File: src/common/mat_fixed_pkg.sv
package mat_fixed_pkg;

    //--------------------------------------------------------------------------
    // number format
    //--------------------------------------------------------------------------
    localparam int FRAC_BITS = 13;                  // Q12.13
    localparam int SAMPLE_W  = 26;
    localparam int ACC_W     = 52;                  // full width of a product sum
    localparam int LANES     = 4;
    localparam int DIM       = 4;                   // rows and columns per matrix

    typedef logic signed [SAMPLE_W-1:0] sample_t;
    typedef logic signed [ACC_W-1:0]    acc_t;      // wraps, no saturation

    //--------------------------------------------------------------------------
    // matrix containers, first field sits in the msbs
    //--------------------------------------------------------------------------
    typedef struct packed {
        sample_t c1;
        sample_t c2;
        sample_t c3;
        sample_t c4;
    } row_t;

    typedef struct packed {
        row_t r1;
        row_t r2;
        row_t r3;
        row_t r4;
    } mat4_t;

    typedef struct packed {
        mat4_t l1;                                  // lane 0
        mat4_t l2;
        mat4_t l3;
        mat4_t l4;                                  // lane 3
    } mat_set_t;

endpackage

File: src/common/mat_seq_pkg.sv
package mat_seq_pkg;

    //--------------------------------------------------------------------------
    // sequencing limits
    //--------------------------------------------------------------------------
    localparam int PASS_MAX   = 8;
    localparam int PASS_W     = 4;                  // holds 0 to 8
    localparam int PASS_IDX_W = $clog2(PASS_MAX);   // bank address bits
    localparam int LANE_W     = $clog2(mat_fixed_pkg::LANES);

    typedef logic [PASS_W-1:0] pass_t;

    typedef enum logic [1:0] {
        IDLE = 2'd0,
        MUL  = 2'd1,
        FEED = 2'd2,
        DONE = 2'd3
    } seq_state_t;

    //--------------------------------------------------------------------------
    // requests
    //--------------------------------------------------------------------------
    typedef struct packed {
        pass_t                   passes;            // 0 runs as 1
        mat_fixed_pkg::mat_set_t in_set;
    } job_t;

    typedef struct packed {
        pass_t                pass;                 // 0-based
        logic [LANE_W-1:0]    lane;
        mat_fixed_pkg::mat4_t mat;
    } wr_req_t;

endpackage

File: src/verilog/mat_chain_fsm.sv
`timescale 1ns/1ps

module mat_chain_fsm (
    input  logic clk_mul,
    input  logic rst_n,
    input  logic start,
    input  logic last,
    output logic load_in,
    output logic load_fb,
    output logic en_mul,
    output logic cnt_clr,
    output logic cnt_inc,
    output logic busy,
    output logic done
);

    mat_seq_pkg::seq_state_t state_q;
    mat_seq_pkg::seq_state_t state_d;
    logic                    accept;

    assign accept = start && (state_q == mat_seq_pkg::IDLE);   // start dropped while busy

    //--------------------------------------------------------------------------
    // next state
    //--------------------------------------------------------------------------
    always_comb begin
        state_d = state_q;
        case (state_q)
            mat_seq_pkg::IDLE: begin
                if (accept) begin
                    state_d = mat_seq_pkg::MUL;
                end
            end
            mat_seq_pkg::MUL: begin
                state_d = last ? mat_seq_pkg::DONE : mat_seq_pkg::FEED;
            end
            mat_seq_pkg::FEED: begin
                state_d = mat_seq_pkg::MUL;
            end
            default: begin
                state_d = mat_seq_pkg::IDLE;        // DONE lasts one cycle
            end
        endcase
    end

    always_ff @(posedge clk_mul) begin
        if (!rst_n) begin
            state_q <= mat_seq_pkg::IDLE;
        end else begin
            state_q <= state_d;
        end
    end

    //--------------------------------------------------------------------------
    // output decode
    //--------------------------------------------------------------------------
    assign load_in = accept;                        // operands and count latch at E0
    assign cnt_clr = accept;
    assign en_mul  = (state_q == mat_seq_pkg::MUL);
    assign load_fb = (state_q == mat_seq_pkg::FEED);
    assign cnt_inc = (state_q == mat_seq_pkg::FEED);    // next weight with the fed-back product
    assign busy    = (state_q != mat_seq_pkg::IDLE);
    assign done    = (state_q == mat_seq_pkg::DONE);

endmodule

File: config.mk
export PLATFORM = sky130hd
export DESIGN_NAME = mat_chain_fsm
export DESIGN_NICKNAME = d
export VERILOG_FILES = /design/src/common/mat_fixed_pkg.sv /design/src/common/mat_seq_pkg.sv /design/src/verilog/mat_chain_fsm.sv
export SDC_FILE = /design/constraint.sdc
export NUM_CORES = 1
export LEC_CHECK = 0
export BUFFER_PORTS_ARGS = -buffer_cell sky130_fd_sc_hd__buf_2
export CAP_MARGIN = 5
export CORE_AREA = 8 8 45 47
export DETAILED_ROUTE_END_ITERATION = 12
export DIE_AREA = 0 0 53 55
export SETUP_SLACK_MARGIN = 0.5
export SKIP_CTS_REPAIR_TIMING = 1
export SYNTH_ARGS = -nofsm -noshare
export SYNTH_HDL_FRONTEND = slang
export SYNTH_SLANG_ARGS = --single-unit
File: constraint.sdc
create_clock -name clk_mul -period 2 [get_ports clk_mul]
set_clock_uncertainty 0.2 [all_clocks]
set_input_delay 0 -clock clk_mul [delete_from_list [all_inputs] [get_ports clk_mul]]
set_output_delay 0 -clock clk_mul [all_outputs]
set_load 0.01 [all_outputs]
==> flow_summary_export.csv <==
group,metric,value,unit
sta,fin_tns_setup,0,ps
global_route,grt-ovfl-total,0,
sta,slew_violations,0,
sta,relSlewSlack,0.880,
logic_synthesis,syn_nets,18,
logic_synthesis,syn_area,128,sq um
global_route,grtUsageMet3,0.0455,
flow_run,maxCapViolCount,0,
clock_tree,cts_tree,"yes",
power,p_per_area,725,mW/mm^2
drt,wl_per_cell,7.45,um
logic_synthesis,muxShareOfSynthArea,0,
die,dieArea,0.00292,sq mm
sta,period_minus_slack,1230,ps
place,pre_cts_ws,985,ps
logic_synthesis,synth_area_per_cell,9.12,sq um
logic_synthesis,syn-instance-count,14,
logic_synthesis,ys_seq_elements,2,
setup_path,worstPathRequired,1800,ps
die,core,0.00138,sq mm
sta,final-hold-violation-count,0,
global_route,grtUsageMet2,0.0156,
clock_tree,h-tree-depth,1,
drt,ant_nets,0,
clock_tree,clock_sinks,2,
hold_path,hold_path.startpoint,"state_q[0]",
status,status,"finished clean",
layout,reg_top3,"state_q x2",
clock_tree,clkLatencyLatePin,220,ps
logic_synthesis,synth_top_family_by_area,"simple AND/OR/NAND/NOR gates",
die,start_util,0.0922,
drt,drc_errors,0,
logic_synthesis,synth_compound_area_frac,0.118,
setup_path,worstSetupPathType,"flop to output pin",
power,switching_share,0.228,
die,fp-row-count,14,
sta,period_share,0.615,
layout,n_antenna_cell,0,
logic_synthesis,synth_top_area_frac,0.314,
sta,setup_ws,771,ps
logic_synthesis,ys_top_cells_by_area,"dfxtp_1 (31%), buf_4 (12%), and2b_2 (6.9%)",
power,peakVddDrop,0.441,mV
setup_path,rrSetupSlack,1050,ps
setup_path,cp_cell_sequence,"or2_4 -> nor2_2 -> buf_2",
power,p_clk_frac,0.497,
place,dpl.cell_count,38,
hold_path,whs_path_depth,2,
setup_path,slowest_stage,"dfxtp_1",
die,io_pins,11,
setup_path,worstReg2RegEnd,"state_q[1]",
global_route,grt-busiest-layer,"met3",
logic_synthesis,synth-simple-area-share,0.422,
logic_synthesis,synth.distinct_cells,12,
setup_path,cp-start-kind,"flop",
clock_tree,cts_buffer_depth,2,
setup_path,startpoint,"state_q[1]",
global_route,grt_pass1_wl,469,um
drt,detail_route.first_pass.iterations,1,
global_route,grt_max_degree,7,
clock_tree,cts-root-buf,"clkbuf_4",
global_route,grt_pass1_vias,108,
setup_path,slowest_delay,340,ps
setup_path,crit_fanout,6,
clock_tree,clk_pin_slew,30,ps
setup_path,reg2reg_from,"state_q[0]",
global_route,antenna_found_initial,0,
place,placed_cell_area,183,sq um
global_route,grt_usage,0.0251,
layout,syn_to_final_growth,84.3,%
sta,worstMarginPinSlew,179,ps
hold_path,min_to,"state_q[0]",
layout,layout-drive-gt1-share,0.643,
die,die_h,55,um
setup_path,end_kind,"output pin",
setup_path,reg2reg_depth,2,
layout,largest_register_ffs,2,
logic_synthesis,synth_warnings,0,
power,p_leak,0.124,nW
drt,via_per_inst,3.09,
die,die_w,53,um
power,p_comb_frac,0.226,
global_route,grt_util_met1,0.0273,
layout,final_area,235,sq um
power,power_switching,0.0388,mW
logic_synthesis,synth_top_area_cell,"dfxtp_1",
layout,top_register,"state_q",
layout,nets,34,
drt,num_vias,136,
clock_tree,cts_buffers,3,
layout,fin_cells,44,
sta,setup_viol,0,
power,power.internal,0.132,mW
sta,grt_setup_unrepaired,"no",
logic_synthesis,synth-adder-area-share,0,
drt,drt_iter0_markers,0,
place,place_congestion,0.587,
sta,fmax,813,MHz
logic_synthesis,synthXorXnorAreaFrac,0,
logic_synthesis,ys_seq_area_frac,0.314,
place,port-buffer-count,10,
power,power_frac_seq,0.276,
setup_path,crit_arrival,1030,ps
hold_path,hold_path.class,"flop to flop",
drt,wl,328,um
-- placed cells by master (no fill, tap or decap) --
cell type and n:
and2_2 1, dlygate4sd3_1 3, and2b_2 1, o21bai_1 1
nor2b_2 1, clkbuf_4 3, and2_1 1, buf_2 10
inv_1 1, a21boi_1 1, nand3b_1 1, nor2_2 1
dfxtp_1 2, or2_4 1
-- through the flow --
step	hold slack (ps)	total power [mW]	util
after CTS	-204	0.173	0.148
after floorplan	-107	0.0715	-
after global routing	370	0.185	0.170
final	320	0.171	0.170
after detailed placement	20.7	0.0829	0.132
after global placement	17.0	0.0824	0.132
-- worst max-delay path by stage --
| stage | endpoint | slack, ps |
|---|---|---|
| final | load_in | 770 |
| after global routing | load_in | 700 |
| after CTS | load_in | 750 |
| after detailed placement | load_in | 980 |
| after global placement | cnt_clr | 990 |
| after floorplan | load_in | 910 |
-- cells in the mapped netlist --
cell type / n
and2b_2: 1
a21boi_1: 1
and2_1: 1
or2_4: 1
nand3b_1: 1
nor2_2: 1
and2_2: 1
buf_4: 2
dfxtp_1: 2
nor2b_2: 1
inv_1: 1
o21bai_1: 1
-- kinds of logic after synthesis --
family	count (synthesis)
AOI/OAI and AO/OA	2
DFF	2
buffers and inverters	3
and+or+nand+nor	7
-- area by class of cell --
| cell class | instances | area (sq um) |
|---|---|---|
| well taps | 16 | 20.0 |
| fillers | 158 | 1150 |
| clock buffers | 3 | 22.5 |
| inverters | 1 | 3.75 |
| multi-input cells | 9 | 68.8 |
| repair buffers | 13 | 80.1 |
| flip-flops and latches | 2 | 40.0 |
-- critical path: cells and delay by family, from the launching register on --
kind	cells	cell delay [ps]
buffers and inverters	1	130
DFF	1	340
and+or+nand+nor	2	340
-- layer usage --
layer / part of all wire / vias up / wire [um]
li1: - / 72 / -
met1: 0.50 / 53 / 165
met2: 0.23 / 11 / 74
met3: 0.27 / 0 / 88
met4: 0 / 0 / 0
met5: 0 / - / 0
-- power by group through the flow --
stage / Sequential (mW) / Combinational, mW / Clock [mW]
finish: 0.0471 / 0.0386 / 0.0848
global route: 0.0485 / 0.0423 / 0.0944
CTS: 0.0474 / 0.0351 / 0.0904
detailed placement: 0.0479 / 0.0350 / 0
global placement: 0.0476 / 0.0348 / 0
floorplan: 0.0467 / 0.0249 / 0
Note: power is estimated with default switching activity, not from simulation.
