`config.mk`:
```
export PLATFORM = sky130hd
export DESIGN_NAME = pass_counter
export DESIGN_NICKNAME = d
export VERILOG_FILES = /design/src/common/mat_fixed_pkg.sv /design/src/common/mat_seq_pkg.sv /design/src/verilog/pass_counter.sv
export SDC_FILE = /design/constraint.sdc
export NUM_CORES = 1
export LEC_CHECK = 0
export ABC_AREA = 1
export BUFFER_PORTS_ARGS = -buffer_cell sky130_fd_sc_hd__buf_2
export CORE_AREA = 2 2 39 41
export DETAILED_ROUTE_END_ITERATION = 6
export DIE_AREA = 0 0 41 43
export SLEW_MARGIN = 20
export SYNTH_ARGS = -nofsm -noshare
export SYNTH_HDL_FRONTEND = slang
export SYNTH_SLANG_ARGS = --single-unit
```
`constraint.sdc`:
```
create_clock -name clk_mul -period 1.14 [get_ports clk_mul]
set_input_delay 0.171 -clock clk_mul [delete_from_list [all_inputs] [get_ports clk_mul]]
set_output_delay 0.171 -clock clk_mul [all_outputs]
set_load 0.02 [all_outputs]
```
`src/common/mat_fixed_pkg.sv`:
```
package mat_fixed_pkg;

    //--------------------------------------------------------------------------
    // number format
    //--------------------------------------------------------------------------
    localparam int FRAC_BITS = 13;                  // Q12.13
    localparam int SAMPLE_W  = 26;
    localparam int ACC_W     = 52;                  // full width of a product sum
    localparam int LANES     = 4;
    localparam int DIM       = 4;                   // rows and columns per matrix

    typedef logic signed [SAMPLE_W-1:0] sample_t;
    typedef logic signed [ACC_W-1:0]    acc_t;      // wraps, no saturation

    //--------------------------------------------------------------------------
    // matrix containers, first field sits in the msbs
    //--------------------------------------------------------------------------
    typedef struct packed {
        sample_t c1;
        sample_t c2;
        sample_t c3;
        sample_t c4;
    } row_t;

    typedef struct packed {
        row_t r1;
        row_t r2;
        row_t r3;
        row_t r4;
    } mat4_t;

    typedef struct packed {
        mat4_t l1;                                  // lane 0
        mat4_t l2;
        mat4_t l3;
        mat4_t l4;                                  // lane 3
    } mat_set_t;

endpackage

```
`src/common/mat_seq_pkg.sv`:
```
package mat_seq_pkg;

    //--------------------------------------------------------------------------
    // sequencing limits
    //--------------------------------------------------------------------------
    localparam int PASS_MAX   = 8;
    localparam int PASS_W     = 4;                  // holds 0 to 8
    localparam int PASS_IDX_W = $clog2(PASS_MAX);   // bank address bits
    localparam int LANE_W     = $clog2(mat_fixed_pkg::LANES);

    typedef logic [PASS_W-1:0] pass_t;

    typedef enum logic [1:0] {
        IDLE = 2'd0,
        MUL  = 2'd1,
        FEED = 2'd2,
        DONE = 2'd3
    } seq_state_t;

    //--------------------------------------------------------------------------
    // requests
    //--------------------------------------------------------------------------
    typedef struct packed {
        pass_t                   passes;            // 0 runs as 1
        mat_fixed_pkg::mat_set_t in_set;
    } job_t;

    typedef struct packed {
        pass_t                pass;                 // 0-based
        logic [LANE_W-1:0]    lane;
        mat_fixed_pkg::mat4_t mat;
    } wr_req_t;

endpackage

```
`src/verilog/pass_counter.sv`:
```
`timescale 1ns/1ps

module pass_counter (
    input  logic               clk_mul,
    input  logic               rst_n,
    input  logic               cnt_clr,
    input  logic               cnt_inc,
    input  mat_seq_pkg::pass_t passes,
    output mat_seq_pkg::pass_t pass_idx,
    output logic               last
);

    mat_seq_pkg::pass_t cnt_q;                      // latched pass count
    mat_seq_pkg::pass_t cnt_d;

    // zero runs one pass, anything above the bank depth runs the full bank
    always_comb begin
        if (passes == '0) begin
            cnt_d = mat_seq_pkg::pass_t'(1);
        end else if (passes > mat_seq_pkg::pass_t'(mat_seq_pkg::PASS_MAX)) begin
            cnt_d = mat_seq_pkg::pass_t'(mat_seq_pkg::PASS_MAX);
        end else begin
            cnt_d = passes;
        end
    end

    always_ff @(posedge clk_mul) begin
        if (!rst_n) begin
            pass_idx <= '0;
            cnt_q    <= '0;
        end else if (cnt_clr) begin
            pass_idx <= '0;
            cnt_q    <= cnt_d;
        end else if (cnt_inc) begin
            pass_idx <= pass_idx + mat_seq_pkg::pass_t'(1);
        end
    end

    assign last = (pass_idx == cnt_q - mat_seq_pkg::pass_t'(1));

endmodule

```
==> out/results.tsv, run 1 <==
stage	metric	value	unit
status	status	finished with violations	
status	failing checks	negative setup slack	
placed_design	Area after DPL	609.3	sq um
timing	crit share post-route	1.397	
drt	Pre-antenna DRT Iters	4	
synth	Post-synth EDFFs	0	
critical_path	CP Capture Point	last	
synth	multiplexer share of the synthesized area	0	
critical_path	Worst setup EP type	output pin	
grt	vias in the first global route	412	
synth	biggest area consumer among synthesized cells	dfxtp_1	
synth	most frequent cell after synthesis	nand2_1	
critical_path	FF-to-FF Start	pass_idx[0]	
synth	largest family of logic cells by synthesized area	simple AND/OR/NAND/NOR gates	
floorplanning	row count	14	
floorplanning	core area	0.001384	sq mm
grt	GRT Resource Usage Total	0.1322	
clock_tree	Post-CTS Setup Bufs	0	
clock_tree	TritonCTS clock tree	built	
drt	final WL	1004	um
clock_tree	cts hold-fix bufs	0	
critical_path	r2r endpoint	pass_idx[1]	
grt	grt ovf	0	
timing	Slew Viols, Final	0	
drt	Routed Antenna Nets	0	
power_and_ir_drop	Pwr per Cell Area	972.4	mW/mm^2
drt	drt first-iter violations	8	
critical_path	worst reg-to-reg path cell count	4	
grt	global-route wire length before repair	1552	um
worst_hold_path	WHS Path Cells	2	
critical_path	r2r setup slk	0.08	ns
timing	Setup WS post-layout	-0.4527	ns
grt	pin count of the biggest net entering global routing	7	
timing	Slew Limit Headroom	0.8818	
synth	compound-cell area share of the yosys netlist	0.1198	
synth	syn nets	82	
timing	Final setup viols	1	
clock_tree	clk sinks	8	
floorplanning	Initial Util	0.3246	
cells_and_area	layout cells sized above 1	0.3474	
cells_and_area	Finished Core Util	0.4611	
placed_design	port buffer count	12	
power_and_ir_drop	Max VDD drop	0.4164	mV
synth	Yosys reg bits	8	
worst_hold_path	Hold Crit Class	in -> reg	
grt	antenna violations before repair	0	
synth	xor/xnor cell area share of the yosys netlist	0	
worst_hold_path	Worst Min Path Start	cnt_inc	
critical_path	WS Path Type	reg -> out	
timing	final hold vios	0	
critical_path	worst endpoint data arrival time	1.42	ns
clock_tree	Inserted Clock Buffers	3	
clock_tree	clock slew at reported path FFs	0.06	ns
timing	fin crit period	1.593	ns
critical_path	Crit. Startpoint	cnt_q[1]	
cells_and_area	fin area	638.1	sq um
placed_design	routability cong.	0.7159	
job	Max Cap Viol	0	
clock_tree	Clock Tree Buf Depth	2	
placed_design	dpl cells	108	
floorplanning	Die ar.	0.001763	sq mm
clock_tree	depth of the CTS H-tree	1	
synth	post-synthesis cell area	449.2	sq um
drt	Routed WL per cell	9.045	um
floorplanning	Die X	41	um
synth	yosys warns	0	
power_and_ir_drop	total leakage power	0.3308	nW
cells_and_area	Post-Layout Cell Count	111	
floorplanning	Die Y	43	um
synth	syn avg cell area	6.239	sq um
critical_path	critical path fanouts, max	2	
floorplanning	I/O pin cnt	13	
placed_design	dpl hpwl	872.7	um
synth	FFs w/ async S/R, synth	0	
cells_and_area	Area growth, synth to finish	42.06	%
clock_tree	Root Driver	clkbuf_4	
synth	Seq/Total Area, Yosys	0.3565	
cells_and_area	post-layout net count	107	
critical_path	CP Launch Type	flip-flop	
synth	most frequent cells after synthesis	nand2_1 (22), inv_1 (11), nor2_1 (9)	
cells_and_area	diode count	0	
clock_tree	worst skew pair latency	0.25	ns
timing	fmax	0.6279	GHz
synth	cell count after synthesis	72	
timing	Layout Skew	0.009798	ns
synth	adder-cell share of the synthesized area	0.05571	
critical_path	Critical Path RT	0.97	ns
synth	Synth cell types	14	
drt	drt via density	4.387	
synth	simple-gate share of the synthesized area	0.3426	
synth	Area contributors post-synth	dfxtp_1 (36%), nand2_1 (18%), inv_1 (9.2%)	
drt	Vias	487	
synth	share of the synthesized area in the top cell type	0.3565	
timing	unrepaired setup endpoints after global routing	yes	
timing	hold_ws	0.1552	ns
timing	actual slew at the worst max-slew pin	0.1763	ns
drt	DRC viols	0	
placed_design	worst slack, placed	-0.2568	ns
synth	top_reg_cell synth	dfxtp_1	
==> metrics by stage <==
stage | setup TNS [ns] | total power [W]
floorplan | -0.1355 | 0.0003691
global placement | -0.2204 | 0.0004078
detailed placement | -0.2568 | 0.0004119
CTS | -0.4608 | 0.0006231
global route | -0.5379 | 0.0006494
finish | -0.4527 | 0.0006205
==> cell usage in the layout (no fill, tap or decap), types with 2 or more instances in the layout <==
master	netlist	final
nand2_1	22	22
a21oi_1	4	4
dfxtp_1	8	6
inv_1	11	10
clkbuf_4	0	3
inv_2	3	4
nand3_1	3	3
buf_2	0	11
o21ai_0	3	3
buf_4	0	8
nor2_1	9	9
dfxtp_2	0	2
o22ai_1	3	3
==> critical path, stage by stage, from the launching register on <==
cell and delay (ns):
dfxtp_2 0.33, inv_2 0.05, ha_4 0.27, inv_2 0.03, nand2_1 0.05, nand2_1 0.05
nor2_1 0.08, nand3_1 0.11, nor2_4 0.10, buf_6 0.12
==> cell families (layout without fill, tap and decap cells) <==
logic type / Yosys count / in the layout
simple gates: 37 / 37
buf+inv: 15 / 38
fa+ha+maj: 2 / 2
flops: 8 / 8
compound gates: 10 / 10
==> registers in the layout, summed over array words and instances (netlist names) <==
| name | count |
|---|---|
| pass_idx | 4 |
| cnt_q | 4 |
==> layer usage <==
| layer | vias to the layer above | track usage | share of wire |
|---|---|---|---|
| li1 | 269 | - | - |
| met1 | 206 | 0.1438 | 0.43 |
| met2 | 12 | 0.2250 | 0.54 |
| met3 | 0 | 0.04712 | 0.033 |
| met4 | 0 | 0.04000 | 0 |
| met5 | - | 0 | 0 |
==> report_power, final <==
| group | internal, W | leakage (nW) | switching [W] | total, W |
|---|---|---|---|---|
| registers | 0.000290 | 0.0661 | 0.00000711 | 0.000297 |
| logic | 0.0000489 | 0.251 | 0.0000596 | 0.000109 |
| clock network | 0.000120 | 0.0138 | 0.0000944 | 0.000215 |
| total | 0.000459 | 0.331 | 0.000161 | 0.000620 |
==> worst min path at each step <==
stage | end | slack [ns]
after global routing | pass_idx[0] | 0.18
final | pass_idx[0] | 0.16
after CTS | pass_idx[0] | 0.16
after global placement | cnt_q[3] | 0.41
after floorplan | pass_idx[0] | 0.26
after detailed placement | pass_idx[0] | 0.43
==> layout make-up <==
class / count / area [sq um]
timing repair buffer: 20 / 126.4
inverter: 15 / 56.30
fill: 157 / 745.7
tap: 16 / 20.02
multi-input combinational: 49 / 250.2
clock buffer: 3 / 22.52
sequential: 8 / 162.7
==> what timing repair did <==
action	4_1_cts	5_1_grt
gates resized for setup	3	0
setup endpoints to repair	1	1
gates cloned	0	0
pin swaps	2	0
Note: power is estimated with default switching activity, not from simulation.
==> inputs of run 2 (changes only) <==
--- a/config.mk
+++ b/config.mk
@@ -7,9 +7,9 @@
 export LEC_CHECK = 0
 export ABC_AREA = 1
 export BUFFER_PORTS_ARGS = -buffer_cell sky130_fd_sc_hd__buf_2
-export CORE_AREA = 2 2 39 41
+export CORE_AREA = 5 5 42 44
 export DETAILED_ROUTE_END_ITERATION = 6
-export DIE_AREA = 0 0 41 43
+export DIE_AREA = 0 0 47 49
 export SLEW_MARGIN = 20
 export SYNTH_ARGS = -nofsm -noshare
 export SYNTH_HDL_FRONTEND = slang
==> constraint.sdc (replaced) <==
create_clock -name clk_mul -period 1.14 [get_ports clk_mul]
set_input_delay 0.114 -clock clk_mul [delete_from_list [all_inputs] [get_ports clk_mul]]
set_output_delay 0.114 -clock clk_mul [all_outputs]
set_load 0.02 [all_outputs]
==> out/results.tsv, run 2 (same netlist as run 1, synthesis figures left out) <==
stage	metric	value	unit	change
cells_and_area	Area growth, synth to finish	43.18	%	
power_and_ir_drop	Gate power share	0.180		+0.005
floorplanning	core area	0.001401	sq mm	+1.3%
grt	antenna violations before repair	0		unchanged
placed_design	dpl hpwl	782.8	um	-10%
worst_hold_path	Hold Crit Class	in -> reg		
status	failing checks	negative setup slack		
floorplanning	I/O pin cnt	13		unchanged
drt	Routed Antenna Nets	0		unchanged
cells_and_area	layout cells sized above 1	0.3830		+0.03561
timing	fin crit period	1.524	ns	-0.06901 ns
placed_design	worst slack, placed	-0.1920	ns	+0.06476 ns
cells_and_area	Post-Layout Cell Count	110		-0.90%
cells_and_area	commonest cells after routing, fill and taps aside	nand2_1 (20), buf_2 (11), inv_1 (10)		
timing	Final setup viols	1		unchanged
grt	grt ovf	0		unchanged
drt	drt first-iter violations	6		-2
clock_tree	clk sinks	8		unchanged
status	status	finished with violations		
power_and_ir_drop	total leakage power	0.3253	nW	-1.7%
drt	final WL	963	um	-4.1%
power_and_ir_drop	Clk pwr share	0.348		+0.002
cells_and_area	biggest regs	cnt_q: 4 flops, pass_idx: 4 flops		
power_and_ir_drop	Pwr per Cell Area	976.4	mW/mm^2	+0.41%
clock_tree	depth of the CTS H-tree	1		unchanged
cells_and_area	diode count	0		unchanged
floorplanning	Die Y	49	um	+14%
power_and_ir_drop	Max VDD drop	0.7328	mV	+76%
critical_path	worst endpoint data arrival time	1.41	ns	about the same
drt	drt via density	4.264		-2.8%
drt	Routed WL per cell	8.755	um	-3.2%
timing	final hold vios	0		unchanged
timing	Setup TNS	-0.3837	ns	+0.06901 ns
timing	fmax	0.6563	GHz	+4.5%
job	Max Cap Viol	0		unchanged
timing	unrepaired setup endpoints after global routing	yes		
timing	Layout Skew	0.00008796	ns	-0.009710 ns
timing	crit share post-route	1.337		-0.06053
power_and_ir_drop	Final Power	0.0006279	W	+1.2%
critical_path	Worst setup EP type	output pin		
clock_tree	TritonCTS clock tree	built		
power_and_ir_drop	share of power burned in registers	0.472		-0.007
placed_design	dpl cells	107		-0.93%
power_and_ir_drop	Switch Pwr	0.0001675	W	+3.9%
clock_tree	Post-CTS Setup Bufs	0		unchanged
critical_path	WS Path Type	reg -> out		
drt	Vias	469		-3.7%
cells_and_area	commonest non-fill, non-tap cell in the layout	nand2_1		
floorplanning	row count	14		unchanged
grt	GRT Resource Usage Total	0.09711		-0.03507
floorplanning	Die X	47	um	+15%
clock_tree	Inserted Clock Buffers	3		unchanged
cells_and_area	post-layout net count	106		-0.93%
critical_path	Critical Path RT	1.03	ns	+0.06 ns
critical_path	CP Launch Type	flip-flop		
power_and_ir_drop	Internal	0.0004605	W	+0.26%
clock_tree	worst skew pair latency	0.25	ns	about the same
drt	Pre-antenna DRT Iters	4		unchanged
floorplanning	Die ar.	0.002303	sq mm	+31%
timing	Slew Limit Headroom	0.8931		+0.01126
critical_path	critical path fanouts, max	2		unchanged
clock_tree	clock slew at reported path FFs	0.06	ns	about the same
power_and_ir_drop	switching share of power	0.2667		+0.006916
grt	global-route wire length before repair	1600	um	+3.1%
timing	Slew Viols, Final	0		unchanged
clock_tree	Root Driver	clkbuf_4		
placed_design	port buffer count	12		unchanged
floorplanning	Initial Util	0.3205		-0.004057
grt	pin count of the biggest net entering global routing	7		unchanged
clock_tree	Clock Tree Buf Depth	2		unchanged
timing	Setup WS post-layout	-0.3837	ns	+0.06901 ns
timing	actual slew at the worst max-slew pin	0.1595	ns	-0.01680 ns
placed_design	routability cong.	0.7241		+1.1%
grt	vias in the first global route	433		+5.1%
drt	DRC viols	0		unchanged
run 2: worst max-delay path, cell delays in order, from the launching register on:
cell	delay (ns)
dfxtp_2	0.33
inv_2	0.05
ha_4	0.26
inv_2	0.03
nand2_2	0.05
nand2_2	0.05
nor2_2	0.10
nand3_2	0.09
nor2_4	0.09
buf_6	0.11
run 2: final timing paths:
kind | startpoint | endpoint | slack [ns] | depth (start not counted)
setup reg to reg | pass_idx[0] | pass_idx[1] | 0.09 | 4
setup / recovery | cnt_q[1] | last | -0.38 | 9
hold / removal | cnt_inc | pass_idx[0] | 0.1 | 2
hold reg to reg | cnt_q[2] | cnt_q[2] | 0.52 | 2
run 2: routing by layer:
metal  share of wire  routed length, um  GRT usage  up-vias
met4           0.031                 30    0.08295        0
met1            0.43                413     0.1096      189
met5               0                  0          0        -
met2            0.49                475     0.1448        9
li1                -                  -          -      267
met3           0.046                 44    0.02214        4
run 2: per-stage QoR:
stage | hold slack, ns | util | cell area (sq um)
4_1_cts | 0.09488 | 0.4500 | 630.6
3_3_place_gp | 0.3605 | 0.4295 | 601.8
3_5_place_dp | 0.3651 | 0.4295 | 601.8
6_report | 0.09942 | 0.4589 | 643.1
5_1_grt | 0.1116 | 0.4589 | 643.1
2_1_floorplan | 0.2075 | - | 469.2
run 2: final cells by class:
cell class                 instances  area [sq um]
fill                             148         758.2
multi-input combinational         49         262.8
sequential                         8         162.7
timing repair buffer              19         118.9
inverter                          15         56.30
clock buffer                       3         22.52
tap                               16         20.02
run 2: timing repair:
action	4_1_cts	5_1_grt
endpoints found under the setup margin	1	1
resized for setup	3	4
hold buffers	0	0
pin swaps	2	0
run 2: power groups by stage:
stage / registers, W / logic, W / clock network, W
2_1_floorplan: 0.000306 / 0.0000632 / 0
3_3_place_gp: 0.000303 / 0.000105 / 0
3_5_place_dp: 0.000303 / 0.000107 / 0
4_1_cts: 0.000297 / 0.000108 / 0.000228
5_1_grt: 0.000298 / 0.000130 / 0.000248
6_report: 0.000297 / 0.000113 / 0.000218
==> inputs of run 3 (changes only) <==
==> constraint.sdc (replaced) <==
create_clock -name clk_mul -period 1.73 [get_ports clk_mul]
set_input_delay 0.173 -clock clk_mul [delete_from_list [all_inputs] [get_ports clk_mul]]
set_output_delay 0.173 -clock clk_mul [all_outputs]
set_load 0.02 [all_outputs]
==> out/results.tsv, run 3 (same netlist as run 1, synthesis figures left out) <==
stage	metric	value	unit	change
worst_hold_path	Worst Min Path Start	passes[0]		
worst_hold_path	WHS Path Cells	3		+1
critical_path	CP Launch Type	flip-flop		
drt	drt first-iter violations	6		unchanged
drt	Routed WL per cell	8.500	um	-2.9%
clock_tree	depth of the CTS H-tree	1		unchanged
cells_and_area	fin area	585.6	sq um	-8.9%
grt	global-route wire length before repair	1373	um	-14%
placed_design	worst slack, placed	0.3231	ns	+0.5151 ns
power_and_ir_drop	Max VDD drop	0.3646	mV	-50%
floorplanning	Die ar.	0.002303	sq mm	unchanged
cells_and_area	commonest cells after routing, fill and taps aside	nand2_1 (22), buf_2 (11), inv_1 (10)		
clock_tree	Clock Tree Buf Depth	2		unchanged
critical_path	worst endpoint data arrival time	1.47	ns	+0.06 ns
cells_and_area	post-layout net count	100		-5.7%
grt	grt ovf	0		unchanged
grt	pin count of the biggest net entering global routing	8		+1
timing	unrepaired setup endpoints after global routing	yes		
floorplanning	I/O pin cnt	13		unchanged
power_and_ir_drop	Pwr per Cell Area	689.2	mW/mm^2	-29%
floorplanning	Die X	47	um	unchanged
cells_and_area	layout cells sized above 1	0.2955		-0.08752
drt	final WL	884	um	-8.2%
critical_path	Critical Path RT	1.56	ns	+0.53 ns
drt	DRC viols	0		unchanged
clock_tree	Root Driver	clkbuf_4		
timing	fmax	0.6100	GHz	
timing	Slew Limit Headroom	0.8620		-0.03104
cells_and_area	commonest non-fill, non-tap cell in the layout	nand2_1		
placed_design	Area after DPL	529.3	sq um	-12%
critical_path	critical path fanouts, max	3		+1
power_and_ir_drop	total leakage power	0.2971	nW	-8.7%
drt	Pre-antenna DRT Iters	4		unchanged
cells_and_area	Area growth, synth to finish	30.36	%	
timing	actual slew at the worst max-slew pin	0.2067	ns	+0.04714 ns
cells_and_area	biggest regs	cnt_q: 4 flops, pass_idx: 4 flops		
timing	Layout Skew	0.0002213	ns	+0.0001333 ns
worst_hold_path	Hold EP	cnt_q[0]		
timing	Final setup viols	0		-1
critical_path	worst reg-to-reg path cell count	3		-1
floorplanning	row count	14		unchanged
placed_design	routability cong.	0.7037		-2.8%
floorplanning	Die Y	49	um	unchanged
critical_path	FF-to-FF Start	pass_idx[0]		
critical_path	Worst setup EP type	output pin		
timing	crit share post-route	0.9477		
grt	antenna violations before repair	0		unchanged
placed_design	dpl hpwl	736.5	um	-5.9%
drt	Vias	468		-0.21%
grt	GRT Resource Usage Total	0.07963		-0.01748
clock_tree	worst skew pair latency	0.25	ns	about the same
timing	Slew Viols, Final	0		unchanged
critical_path	r2r endpoint	pass_idx[1]		
clock_tree	clock slew at reported path FFs	0.06	ns	about the same
timing	hold_ws	0.1605	ns	+0.06110 ns
worst_hold_path	Hold Crit Class	in -> reg		
job	Max Cap Viol	0		unchanged
timing	Setup WS post-layout	0.09056	ns	+0.4743 ns
status	status	completed		
drt	Routed Antenna Nets	0		unchanged
cells_and_area	diode count	0		unchanged
grt	vias in the first global route	376		-13%
clock_tree	TritonCTS clock tree	built		
floorplanning	Initial Util	0.3205		unchanged
placed_design	port buffer count	12		unchanged
drt	drt via density	4.500		+5.5%
critical_path	WS Path Type	reg -> out		
timing	final hold vios	0		unchanged
clock_tree	clk sinks	8		unchanged
critical_path	r2r setup slk	0.75	ns	+0.66 ns
clock_tree	Inserted Clock Buffers	3		unchanged
floorplanning	core area	0.001401	sq mm	unchanged
timing	fin crit period	1.639	ns	
[run 3: cell count changes in the layout (fill, tap and decap cells not counted), sizes merged]
cell | previous run | this run
buf | 19 | 13
[run 3: power breakdown]
group / total [W] / internal (W) / switching [W]
combinational: 0.0000638 / 0.0000276 / 0.0000362
clock: 0.000144 / 0.0000795 / 0.0000643
sequential: 0.000196 / 0.000190 / 0.00000607
total: 0.000404 / 0.000297 / 0.000107
[run 3: per-layer routing]
layer,global-route usage,up-vias,part of all wire
li1,-,255,-
met1,0.09692,202,0.46
met2,0.1176,9,0.46
met3,0.02952,2,0.063
met4,0.04147,0,0.014
met5,0,-,0
[run 3: repair_timing]
action | 4_1_cts | 5_1_grt
buffers inserted | 0 | 1
hold buffers | 0 | 0
gates resized for setup | 0 | 8
setup endpoints to repair | 0 | 1
[run 3: critical path, cell delays in order (launching register included)]
cell and delay, ns:
dfxtp_4 0.36, inv_4 0.04, ha_4 0.26, inv_2 0.02
nand2_1 0.05, nand2_1 0.05, nor2_1 0.10, nand3_1 0.09
nor2_2 0.12, buf_6 0.12
[run 3: cell type report]
class                   instances  area, sq um
multi-input cells              49        245.2
flip-flops and latches          8        165.2
fillers                       154        815.8
repair buffers                 13        73.82
inverters                      15        58.81
well taps                      16        20.02
clock buffers                   3        22.52
[run 3: through the flow]
| step | total power (W) | setup TNS (ns) | cells | util |
|---|---|---|---|---|
| 2_1_floorplan | 0.0002388 | 0 | 72 | - |
| 3_3_place_gp | 0.0002578 | 0 | 100 | 0.3777 |
| 3_5_place_dp | 0.0002581 | 0 | 100 | 0.3777 |
| 4_1_cts | 0.0003994 | 0 | 103 | 0.3938 |
| 5_1_grt | 0.0004256 | -0.02729 | 104 | 0.4179 |
| 6_report | 0.0004036 | 0 | 104 | 0.4179 |
[run 3: worst max-delay path by stage]
stage | startpoint | endpoint | slack, ns
CTS | cnt_q[0] | last | 0.05
global route | cnt_q[0] | last | -0.03
global placement | cnt_q[0] | last | 0.33
detailed placement | cnt_q[0] | last | 0.32
finish | cnt_q[0] | last | 0.09
floorplan | cnt_q[0] | last | 0.42
